--- config.mk ---
export PLATFORM = sky130hd
export DESIGN_NAME = fme7_mapper
export DESIGN_NICKNAME = d
export VERILOG_FILES = /design/src/fme7_pkg.sv /design/src/fme7_if.sv /design/src/fme7_mapper.sv /design/src/fme7_chr_map.sv /design/src/fme7_prg_map.sv /design/src/fme7_irq.sv /design/src/fme7_regs.sv
export VERILOG_INCLUDE_DIRS = /design/src
export SDC_FILE = /design/constraint.sdc
export NUM_CORES = 1
export LEC_CHECK = 0
export ABC_AREA = 1
export BUFFER_PORTS_ARGS = -buffer_cell sky130_fd_sc_hd__clkbuf_2
export CORE_ASPECT_RATIO = 0.75
export CORE_MARGIN = 10
export CORE_UTILIZATION = 52
export DETAILED_ROUTE_END_ITERATION = 8
export GPL_ROUTABILITY_DRIVEN = 0
export HOLD_SLACK_MARGIN = 0.08
export MAX_ROUTING_LAYER = met4
export PLACE_DENSITY = 0.77
export SKIP_LAST_GASP = 1
export SLEW_MARGIN = 40
export SYNTH_ARGS = -nofsm -noshare
export SYNTH_HDL_FRONTEND = slang
export SYNTH_SLANG_ARGS = --single-unit
--- constraint.sdc ---
create_clock -name clk -period 1.5 [get_ports clk]
set_input_delay 0.15 -clock clk [delete_from_list [all_inputs] [get_ports clk]]
set_output_delay 0.15 -clock clk [all_outputs]
set_load 0.02 [all_outputs]
--- src/fme7_params.svh ---
// FME-7 mapper constants
`ifndef FME7_PARAMS_SVH
`define FME7_PARAMS_SVH

// Bus widths
`define FME7_PRG_AW 16  // CPU address
`define FME7_CHR_AW 14  // PPU address
`define FME7_OUT_AW 22  // ROM/RAM address toward the cartridge memories

// Bank register widths
`define FME7_PRG_BW 5   // 8 kB PRG pages
`define FME7_CHR_BW 8   // 1 kB CHR pages

// IRQ down-counter
`define FME7_IRQ_W 16

// Command numbers selected through $8000
`define FME7_CMD_PRG0     4'd8   // PRG bank 0 plus RAM control
`define FME7_CMD_MIRROR   4'd12
`define FME7_CMD_IRQ_CTRL 4'd13
`define FME7_CMD_IRQ_LO   4'd14
`define FME7_CMD_IRQ_HI   4'd15

// Bank seen at $E000 regardless of the registers
`define FME7_LAST_BANK {`FME7_PRG_BW{1'b1}}

`endif
--- src/fme7_pkg.sv ---
// FME-7 mapper types
`include "fme7_params.svh"

package fme7_pkg;

	// Parameter byte as seen by command 8
	typedef struct packed {
		logic                    ram_enable;  // Bit 7
		logic                    ram_select;  // Bit 6 picks RAM over ROM at $6000
		logic                    rsvd;
		logic [`FME7_PRG_BW-1:0] bank;
	} prg0_view_t;

	// Parameter byte as seen by command 13
	typedef struct packed {
		logic       countdown;  // Bit 7
		logic [5:0] rsvd;
		logic       trigger;    // Bit 0
	} irq_ctrl_view_t;

	// One data byte from the CPU with its per-command decodings
	typedef union packed {
		logic [7:0]     raw;
		prg0_view_t     prg0;
		irq_ctrl_view_t irq_ctrl;
	} param_byte_u;

	// CHR banks 0-7 for the 1 kB slots in $0000-$1FFF
	typedef logic [7:0][`FME7_CHR_BW-1:0] chr_banks_t;

	// PRG banks for $6000, $8000, $A000 and $C000
	typedef logic [3:0][`FME7_PRG_BW-1:0] prg_banks_t;

	// Nametable arrangement
	typedef enum logic [1:0] {
		vertical   = 2'd0,
		horizontal = 2'd1,
		single_lo  = 2'd2,
		single_hi  = 2'd3
	} mirror_t;

endpackage

--- src/fme7_if.sv ---
// FME-7 configuration interfaces
`timescale 1ns/1ps

// Bank and mirroring state from the register block to the address mappers
interface bank_cfg_if import fme7_pkg::*; ();
	chr_banks_t chr_banks;
	prg_banks_t prg_banks;
	mirror_t    mirror;
	logic       ram_enable;
	logic       ram_select;

	modport regs (
		output chr_banks, prg_banks, mirror, ram_enable, ram_select
	);

	modport prg (
		input prg_banks, ram_enable, ram_select
	);

	modport chr (
		input chr_banks, mirror
	);
endinterface

// Counter control from the register block to the IRQ unit
interface irq_cfg_if ();
	logic       countdown;  // Decrement enable
	logic       trigger;    // IRQ enable
	logic       load_lo;    // One clk wide
	logic       load_hi;    // One clk wide
	logic [7:0] load_data;

	modport regs (
		output countdown, trigger, load_lo, load_hi, load_data
	);

	modport irq (
		input countdown, trigger, load_lo, load_hi, load_data
	);
endinterface

--- src/fme7_mapper.sv ---
// Sunsoft FME-7 mapper top
`timescale 1ns/1ps
`include "fme7_params.svh"

module fme7_mapper (
	input  logic                    clk,
	input  logic                    rst_n,
	input  logic                    ce,         // One clk per CPU cycle

	// CPU side
	input  logic [`FME7_PRG_AW-1:0] prg_ain,
	input  logic                    prg_write,
	input  logic [7:0]              prg_din,
	output logic [`FME7_OUT_AW-1:0] prg_aout,
	output logic                    prg_allow,

	// PPU side
	input  logic [`FME7_CHR_AW-1:0] chr_ain,
	output logic [`FME7_OUT_AW-1:0] chr_aout,
	output logic                    vram_a10,
	output logic                    vram_ce,

	output logic                    irq
);

	bank_cfg_if u_bank_cfg ();
	irq_cfg_if  u_irq_cfg ();

	fme7_regs u_regs (
		.clk       (clk),
		.rst_n     (rst_n),
		.ce        (ce),
		.prg_ain   (prg_ain),
		.prg_write (prg_write),
		.prg_din   (prg_din),
		.bank_cfg  (u_bank_cfg.regs),
		.irq_cfg   (u_irq_cfg.regs)
	);

	fme7_irq u_irq (
		.clk   (clk),
		.rst_n (rst_n),
		.ce    (ce),
		.cfg   (u_irq_cfg.irq),
		.irq   (irq)
	);

	fme7_prg_map u_prg_map (
		.prg_ain   (prg_ain),
		.prg_write (prg_write),
		.cfg       (u_bank_cfg.prg),
		.prg_aout  (prg_aout),
		.prg_allow (prg_allow)
	);

	fme7_chr_map u_chr_map (
		.chr_ain  (chr_ain),
		.cfg      (u_bank_cfg.chr),
		.chr_aout (chr_aout),
		.vram_a10 (vram_a10),
		.vram_ce  (vram_ce)
	);

endmodule

--- src/fme7_chr_map.sv ---
// FME-7 CHR address translation
`timescale 1ns/1ps
`include "fme7_params.svh"

module fme7_chr_map import fme7_pkg::*; (
	input  logic [`FME7_CHR_AW-1:0] chr_ain,
	bank_cfg_if.chr                 cfg,
	output logic [`FME7_OUT_AW-1:0] chr_aout,
	output logic                    vram_a10,
	output logic                    vram_ce
);

	logic [`FME7_CHR_BW-1:0] bank;

	assign bank = cfg.chr_banks[chr_ain[12:10]];  // 1 kB slot

	// CHR ROM sits above the PRG space in the output map
	assign chr_aout = {4'b1000, bank, chr_ain[9:0]};

	always_comb begin
		case (cfg.mirror)
			vertical:   vram_a10 = chr_ain[10];
			horizontal: vram_a10 = chr_ain[11];
			single_lo:  vram_a10 = 1'b0;
			single_hi:  vram_a10 = 1'b1;
			default:    vram_a10 = chr_ain[10];
		endcase
	end

	// Nametables live in the console's 2 kB VRAM
	assign vram_ce = chr_ain[13];

endmodule

--- src/fme7_prg_map.sv ---
// FME-7 PRG address translation
`timescale 1ns/1ps
`include "fme7_params.svh"

module fme7_prg_map import fme7_pkg::*; (
	input  logic [`FME7_PRG_AW-1:0] prg_ain,
	input  logic                    prg_write,
	bank_cfg_if.prg                 cfg,
	output logic [`FME7_OUT_AW-1:0] prg_aout,
	output logic                    prg_allow
);

	logic [`FME7_PRG_BW-1:0] bank;
	logic                    ram_cs;

	// 8 kB window decode on A15-A13
	always_comb begin
		case (prg_ain[15:13])
			3'b011:  bank = cfg.prg_banks[0];  // $6000
			3'b100:  bank = cfg.prg_banks[1];  // $8000
			3'b101:  bank = cfg.prg_banks[2];  // $A000
			3'b110:  bank = cfg.prg_banks[3];  // $C000
			3'b111:  bank = `FME7_LAST_BANK;   // $E000 is fixed
			default: bank = '0;                // Below $6000 is not ours
		endcase
	end

	assign ram_cs = !prg_ain[15] && cfg.ram_select;

	assign prg_aout  = {1'b0, ram_cs, 2'b00, bank, prg_ain[12:0]};
	assign prg_allow = ram_cs ? cfg.ram_enable : !prg_write;  // ROM is read only

endmodule

--- src/fme7_irq.sv ---
// FME-7 CPU-cycle IRQ counter
`timescale 1ns/1ps
`include "fme7_params.svh"

module fme7_irq (
	input  logic    clk,
	input  logic    rst_n,
	input  logic    ce,
	irq_cfg_if.irq  cfg,
	output logic    irq
);

	logic [`FME7_IRQ_W-1:0] counter;
	logic [`FME7_IRQ_W:0]   dec;          // Top bit flags the wrap from zero
	logic [`FME7_IRQ_W-1:0] counter_nxt;

	assign dec = {1'b0, counter} - {{`FME7_IRQ_W{1'b0}}, cfg.countdown};

	// A byte load wins over the decrement for that byte only
	always_comb begin
		counter_nxt = dec[`FME7_IRQ_W-1:0];
		if (cfg.load_lo)
			counter_nxt[7:0] = cfg.load_data;
		if (cfg.load_hi)
			counter_nxt[`FME7_IRQ_W-1:8] = cfg.load_data;
	end

	always_ff @(posedge clk or negedge rst_n) begin
		if (!rst_n) begin
			counter <= '0;
			irq     <= 1'b0;
		end else if (ce) begin
			counter <= counter_nxt;
			if (!cfg.trigger)
				irq <= 1'b0;  // Disabling the trigger acknowledges
			else if (dec[`FME7_IRQ_W])
				irq <= 1'b1;  // Sticky until acknowledged
		end
	end

endmodule

--- src/fme7_regs.sv ---
// FME-7 command and parameter registers
`timescale 1ns/1ps
`include "fme7_params.svh"

module fme7_regs import fme7_pkg::*; (
	input  logic                    clk,
	input  logic                    rst_n,
	input  logic                    ce,
	input  logic [`FME7_PRG_AW-1:0] prg_ain,
	input  logic                    prg_write,
	input  logic [7:0]              prg_din,
	bank_cfg_if.regs                bank_cfg,
	irq_cfg_if.regs                 irq_cfg
);

	logic        cpu_wr;     // Write cycle anywhere in $8000-$FFFF
	logic        cmd_wr;     // $8000-$9FFF
	logic        param_wr;   // $A000-$BFFF
	logic [3:0]  cmd;
	param_byte_u pbyte;

	chr_banks_t  chr_banks;
	prg_banks_t  prg_banks;
	mirror_t     mirror;
	logic        ram_enable;
	logic        ram_select;
	logic        countdown;
	logic        trigger;

	assign cpu_wr   = ce && prg_write && prg_ain[`FME7_PRG_AW-1];
	assign cmd_wr   = cpu_wr && (prg_ain[14:13] == 2'b00);
	assign param_wr = cpu_wr && (prg_ain[14:13] == 2'b01);
	assign pbyte    = prg_din;

	always_ff @(posedge clk or negedge rst_n) begin
		if (!rst_n) begin
			cmd        <= '0;
			chr_banks  <= '0;
			prg_banks  <= '0;
			mirror     <= vertical;
			ram_enable <= 1'b0;
			ram_select <= 1'b0;
			countdown  <= 1'b0;
			trigger    <= 1'b0;
		end else if (cmd_wr) begin
			cmd <= prg_din[3:0];
		end else if (param_wr) begin
			if (!cmd[3]) begin
				chr_banks[cmd[2:0]] <= prg_din;  // Commands 0-7
			end else begin
				case (cmd)
					`FME7_CMD_PRG0: begin
						prg_banks[0] <= pbyte.prg0.bank;
						ram_enable   <= pbyte.prg0.ram_enable;
						ram_select   <= pbyte.prg0.ram_select;
					end
					`FME7_CMD_MIRROR: begin
						mirror <= mirror_t'(prg_din[1:0]);
					end
					`FME7_CMD_IRQ_CTRL: begin
						countdown <= pbyte.irq_ctrl.countdown;
						trigger   <= pbyte.irq_ctrl.trigger;
					end
					default: begin
						// Commands 9 to 11 only; the counter bytes are not held here
						if (cmd[3:2] == 2'b10)
							prg_banks[cmd[1:0]] <= pbyte.prg0.bank;
					end
				endcase
			end
		end
	end

	assign bank_cfg.chr_banks  = chr_banks;
	assign bank_cfg.prg_banks  = prg_banks;
	assign bank_cfg.mirror     = mirror;
	assign bank_cfg.ram_enable = ram_enable;
	assign bank_cfg.ram_select = ram_select;

	assign irq_cfg.countdown = countdown;
	assign irq_cfg.trigger   = trigger;

	// Counter bytes load in the IRQ unit on this same edge
	assign irq_cfg.load_lo   = param_wr && (cmd == `FME7_CMD_IRQ_LO);
	assign irq_cfg.load_hi   = param_wr && (cmd == `FME7_CMD_IRQ_HI);
	assign irq_cfg.load_data = pbyte.raw;

endmodule

==> run metrics, run 1 <==
Netlist cell types=29; number of global-route vias before repair=4990; drt initial violations=493; Reg-to-Reg Start=u_irq.counter[0]; Syn Area/Cell=7.593 um2; Comb pwr share=20.9%; Final Hold Fails=0; Overall Global Routing Usage=19.88%; Max Slew Vio Count=0; Worst EP arrival=1370 ps; reg2reg end=u_irq.counter[10]; final total power=7.757 mW; leak pwr=3.341 nW; Num CTS Buffers=9; ant diodes=0; CTS clk-pin slew, worst paths=70 ps; Post-Syn Instances=784; post-synthesis sequential area ratio=46.66%; overall routed net length=15660 um; number of remaining DRC errors=0; row cnt=33; final critical-path share of the clock period=101.1%; initial antenna violation count=0; Starting Density=53.80%; Buffers on Ports=34; final net count=859; R2R depth=10; failing checks=setup timing; Die Height=112.7 um; post-detail-place hpwl=10280 um; Max Clock Skew=9.785 ps; I/O pin total=90; Die ar.=16170 um2; slew margin rel.=59.49%; Num Clock Sinks=111; PwrDens=1128 nW/um2; Area growth, synth to finish=15.55%; largest net degree at the start of global routing=112; worst path required time=1350 ps; Worst Max-Slew Pin Slew=607.6 ps; worst skew pair latency=360 ps; #FFs+latches synth=111; Max H-tree Level=3; Critical Path Sink Type=output pin; crit start category=flip-flop; critical path endpoint=chr_aout[11]; Syn Std Cell Area=5953 um2; drt pass-1 iters=6; Reg2Reg Setup Slack=40 ps; PnR worst setup slack=-17.16 ps; Max Cap Viol=0; outcome=complete, but fails checks; clock share of power=31.2%; Detail Route Antenna Nets=0; layout cells sized above 1=17.70%; CP max FO=2; clock buffer depth=2; total net switching power=2.357 mW; WL per Instance=16.33 um; core area=11070 um2; crit path time final=1517 ps; CTS tree=yes; DR vias=5381; Setup WS pre-CTS=-118.8 ps; Vias/cell=5.611; Sw Share=30.39%; Remaining Overflow, GRT=0; Root Buffer=clkbuf_16; global-route wire length before repair=25320 um; internal power component=5.399 mW; Hold Crit Class=input pin to flip-flop; Die X=143.6 um; Peak Freq=0.6591 GHz; RSZ-0062 raised after global routing=yes; Synth warnings=0; Sequential Power Share=47.9%; crit path launch=u_regs.bank_cfg.chr_banks[41]; Worst IR Drop VDD=0.6642 mV; Final setup viols=4; crit path kind=flip-flop to output pin
[per-layer routing]
metal	vias to the layer above	share of wire (%)	GRT usage (%)
met5	-	0	-
met4	0	2.7	7.739
met3	55	7.4	4.212
met2	206	47	28.97
met1	2593	43	26.52
li1	2527	-	-
[power by group through the flow]
stage	Clock, mW	Sequential [mW]	Combinational, mW
2_1_floorplan	0	3.67	1.09
3_3_place_gp	0	3.72	1.40
3_5_place_dp	0	3.74	1.45
4_1_cts	2.45	3.69	1.52
5_1_grt	2.58	3.76	1.81
6_report	2.42	3.72	1.62
[cells in the final DEF, fill, tap and decap left out, types with 7 or more instances in the layout]
cell       netlist  routed
nand2_1        217     207
o21ai_0        131     109
dfrtp_1        111     108
inv_1           92      89
nor2_1          52      44
o21ai_1         14      35
buf_4           34      31
nand3_1         31      27
clkbuf_2         0      24
o21a_1          16      16
a21oi_1         20      15
nand2_2          4      14
buf_12           0      10
clkbuf_16        0       9
conb_1           2       7
[cells by family after synthesis]
kind of cell / after synthesis / share of synthesized area, %
simple gates: 323 / 23.03
compound gates: 189 / 17.00
buf+inv: 157 / 12.76
flops: 111 / 46.66
fa+ha+maj: 2 / 0.4203
other cells: 2 / 0.1262
[Yosys cell counts]
| cell type | count | area [um2] |
|---|---|---|
| a21oi_1 | 20 | 100.1 |
| inv_2 | 1 | 3.750 |
| ha_1 | 2 | 25.02 |
| nor3_2 | 2 | 20.02 |
| buf_6 | 4 | 45.04 |
| nand2_4 | 1 | 11.26 |
| o21a_1 | 16 | 120.1 |
| inv_1 | 92 | 345.3 |
| nand3_1 | 31 | 155.2 |
| a22oi_1 | 1 | 7.510 |
| buf_2 | 10 | 50.05 |
| nand2_2 | 4 | 25.02 |
| nor2_4 | 4 | 45.04 |
| dfrtp_1 | 111 | 2778 |
| nor3_4 | 3 | 48.80 |
| nor2_1 | 52 | 195.2 |
| o2111ai_1 | 5 | 43.79 |
| o211ai_1 | 1 | 7.510 |
| o21ai_1 | 14 | 70.07 |
| clkbuf_1 | 15 | 56.30 |
| o21ai_0 | 131 | 655.6 |
| conb_1 | 2 | 7.510 |
| nand4_1 | 5 | 31.28 |
| nor3_1 | 3 | 15.01 |
| clkinv_1 | 1 | 3.750 |
| nand3_2 | 1 | 10.01 |
| o31ai_1 | 1 | 7.510 |
| nand2_1 | 217 | 814.5 |
| buf_4 | 34 | 255.2 |
[final cells by class]
class	instances	area, um2
Clock inverter	5	58.81
Inverter	94	352.8
Tap cell	140	175.2
Multi-Input combinational cell	522	2581
Clock buffer	10	239.0
Fill cell	934	4187
Sequential cell	111	2781
Timing Repair Buffer	77	690.7
[metrics by stage]
step	instances	TNS (ps)	util (%)	hold WS, ps	cell area, um2
floorplan	789	0	-	-145.6	5977
global placement	933	-109.3	56.74	275.9	6279
detailed placement	933	-299.4	56.74	283.2	6279
CTS	950	-15.81	60.39	137.6	6683
global route	959	-719.3	62.17	151.5	6879
finish	959	-38.32	62.17	147.8	6879
[registers in the layout (all words and copies together), names as in the netlist]
name	count
u_regs.bank_cfg.chr_banks	64
u_regs.bank_cfg.prg_banks	20
u_irq.counter	16
u_regs.cmd	4
u_regs.bank_cfg.mirror	2
u_irq.irq	1
u_regs.bank_cfg.ram_enable	1
u_regs.bank_cfg.ram_select	1
u_regs.irq_cfg.countdown	1
u_regs.irq_cfg.trigger	1
[worst min-delay path by stage]
stage                                         end  cells past startpoint       start
global placement    u_regs.bank_cfg.chr_banks[61]                      2       rst_n
CTS                 u_regs.bank_cfg.chr_banks[61]                      3  prg_din[5]
finish              u_regs.bank_cfg.chr_banks[61]                      3  prg_din[5]
floorplan                        u_irq.counter[0]                      0       rst_n
global route        u_regs.bank_cfg.chr_banks[61]                      3  prg_din[5]
detailed placement  u_regs.bank_cfg.chr_banks[39]                      2       rst_n
[repair_timing]
item	4_1_cts	5_1_grt
resized for setup	32	55
pin swaps	4	12
setup endpoints to repair	13	67
cloned	0	1
hold buffers	1	0
buffers inserted	1	8
hold endpoints to repair	111	0
[worst max-delay path, stage by stage, from the launching register on]
cell and delay [ps]:
dfrtp_1 320, inv_1 50, a21oi_2 130, o21ai_0 90
o21ai_1 100, nand2_1 90, nand2_2 80, clkbuf_8 140
(Power assumes the default switching activity.)
==> inputs of run 2 (changes only) <==
--- a/config.mk
+++ b/config.mk
@@ -8,14 +8,14 @@
 export LEC_CHECK = 0
 export ABC_AREA = 1
 export BUFFER_PORTS_ARGS = -buffer_cell sky130_fd_sc_hd__clkbuf_2
-export CORE_ASPECT_RATIO = 0.75
+export CORE_ASPECT_RATIO = 0.9
 export CORE_MARGIN = 10
 export CORE_UTILIZATION = 52
 export DETAILED_ROUTE_END_ITERATION = 8
 export GPL_ROUTABILITY_DRIVEN = 0
 export HOLD_SLACK_MARGIN = 0.08
 export MAX_ROUTING_LAYER = met4
-export PLACE_DENSITY = 0.77
+export PLACE_DENSITY_LB_ADDON = 0.3
 export SKIP_LAST_GASP = 1
 export SLEW_MARGIN = 40
 export SYNTH_ARGS = -nofsm -noshare
==> run metrics, run 2 (synthesis results as in run 1) <==
Top Layer Used=met4; Hold Crit Class=input pin to flip-flop; layout cells sized above 1=17.94%; RSZ-0062 raised after global routing=yes; Starting Density=54.17%; clock buffer depth=2; Reg-to-Reg Start=u_regs.cmd[0]; worst path required time=1350 ps; crit path kind=flip-flop to output pin; largest net degree at the start of global routing=46; ant diodes=0; most common cell after layout, fill and taps aside=nand2_1; Remaining Overflow, GRT=0; CTS clk-pin slew, worst paths=80 ps; DR WL met2=7666 um; M1 WL=6894 um; Reg2Reg Setup Slack=40 ps; global-route wire length before repair=25650 um; Max H-tree Level=3; overall routed net length=16040 um; Hold Slack=145.7 ps; Die Height=121.5 um; Detail Route Antenna Nets=0; PwrDens=1130 nW/um2; Die X=132.8 um; Peak Freq=0.6395 GHz; initial antenna violation count=0; Max Clock Skew=7.784 ps; Die ar.=16130 um2; Vias/cell=5.504; reg2reg end=u_regs.bank_cfg.chr_banks[34]; Num Clock Sinks=111; Root Buffer=clkbuf_16; Inst Count DP=956; crit start category=flip-flop; met3 wire len=1042 um; most frequent cells in the layout=nand2_1, dfrtp_1, o21ai_0; Fillers=912; Biggest register=u_regs.bank_cfg.chr_banks; Setup WS pre-CTS=-137.3 ps; R2R depth=7; Overall Global Routing Usage=20.26%; min-delay src=prg_din[5]; PnR worst setup slack=-63.71 ps; final non-filler cell total=977; Critical Path Sink Type=output pin; drt pass-1 iters=5; I/O pin total=90; core area=10990 um2; row cnt=36; Final setup viols=2; number of global-route vias before repair=5005; Num CTS Buffers=9; leak pwr=3.371 nW; number of remaining DRC errors=0; CP max FO=2; hold endpoint=u_regs.bank_cfg.chr_banks[13]; worst skew pair latency=360 ps; crit path time final=1564 ps; Buffers on Ports=34; drt initial violations=678; final net count=864; CTS tree=yes; Final Hold Fails=0; DR vias=5377; Worst IR Drop VDD=0.5986 mV; outcome=complete, but fails checks; Area growth, synth to finish=17.17%; Max Slew Vio Count=0; top flop regs=u_regs.bank_cfg.chr_banks (64), u_regs.bank_cfg.prg_banks (20), u_irq.counter (16); max FFs per register=64; failing checks=setup timing; WHS Path Cells=3; Max Cap Viol=0; WL per Instance=16.42 um; final critical-path share of the clock period=104.2%; post-detail-place hpwl=10750 um; Worst EP arrival=1410 ps
[run 2: cell count changes in the layout (fill, tap and decap cells not counted), moves of 4 or more]
cell and delta:
buf_4 +5, buf_8 +4, clkbuf_8 -4, inv_1 -5, inv_2 +5, nand2_1 +4, nand2_2 -4, o21ai_0 -13
o21ai_1 +13
[run 2: report_power, final]
group | switching (mW) | total (mW) | internal, mW
clock network | 1.14 | 2.50 | 1.36
logic | 0.993 | 1.66 | 0.665
registers | 0.293 | 3.72 | 3.43
total | 2.43 | 7.88 | 5.45
[run 2: worst max-delay path by stage]
stage | from | depth (start not counted) | endpoint | slack (ps)
final | u_regs.bank_cfg.chr_banks[49] | 5 | chr_aout[11] | -60
after global routing | u_regs.bank_cfg.chr_banks[41] | 7 | chr_aout[11] | -160
after CTS | u_regs.bank_cfg.chr_banks[12] | 7 | chr_aout[14] | -20
after detailed placement | u_irq.counter[0] | 7 | u_irq.irq | -140
after global placement | u_irq.counter[0] | 10 | u_irq.counter[12] | -70
after floorplan | u_irq.counter[0] | 10 | u_irq.counter[12] | 3
[run 2: per-layer routing]
layer	vias to the layer above	global-route usage, %
met3	42	4.760
met5	-	-
li1	2539	-
met2	216	31.13
met4	0	8.723
met1	2580	25.16
[run 2: area by class of cell]
cell class	count	area [um2]	area share (%)
Inverter	94	352.8	5.058
Clock inverter	5	63.81	0.9148
Tap cell	152	190.2	2.726
Timing Repair Buffer	83	772.0	11.07
Clock buffer	11	242.7	3.480
Multi-Input combinational cell	521	2574	36.90
Sequential cell	111	2780	39.86
[run 2: timing repair]
item | in CTS | in global routing
endpoints found under the hold margin | 30 | 0
buffers inserted | 0 | 3
setup endpoints to repair | 12 | 47
gates resized for setup | 29 | 74
pin swaps | 4 | 16
hold buffers | 2 | 0
gates cloned | 0 | 1
[run 2: metrics by stage]
| stage | util, % | power (mW) | cell area, um2 | setup TNS (ps) |
|---|---|---|---|---|
| after floorplan | - | 4.757 | 5977 | 0 |
| after global placement | 58.13 | 5.135 | 6389 | -121.7 |
| after detailed placement | 58.13 | 5.212 | 6389 | -410.6 |
| after CTS | 61.99 | 7.763 | 6813 | -63.67 |
| after global routing | 63.47 | 8.273 | 6975 | -624.3 |
| final | 63.47 | 7.880 | 6975 | -77.48 |
[run 2: critical path, cell delays in order (launching register included)]
cell     delay, ps
dfrtp_1        390
o21ai_0        240
o21ai_0        150
nand2_1         80
nand2_1         60
buf_6          130
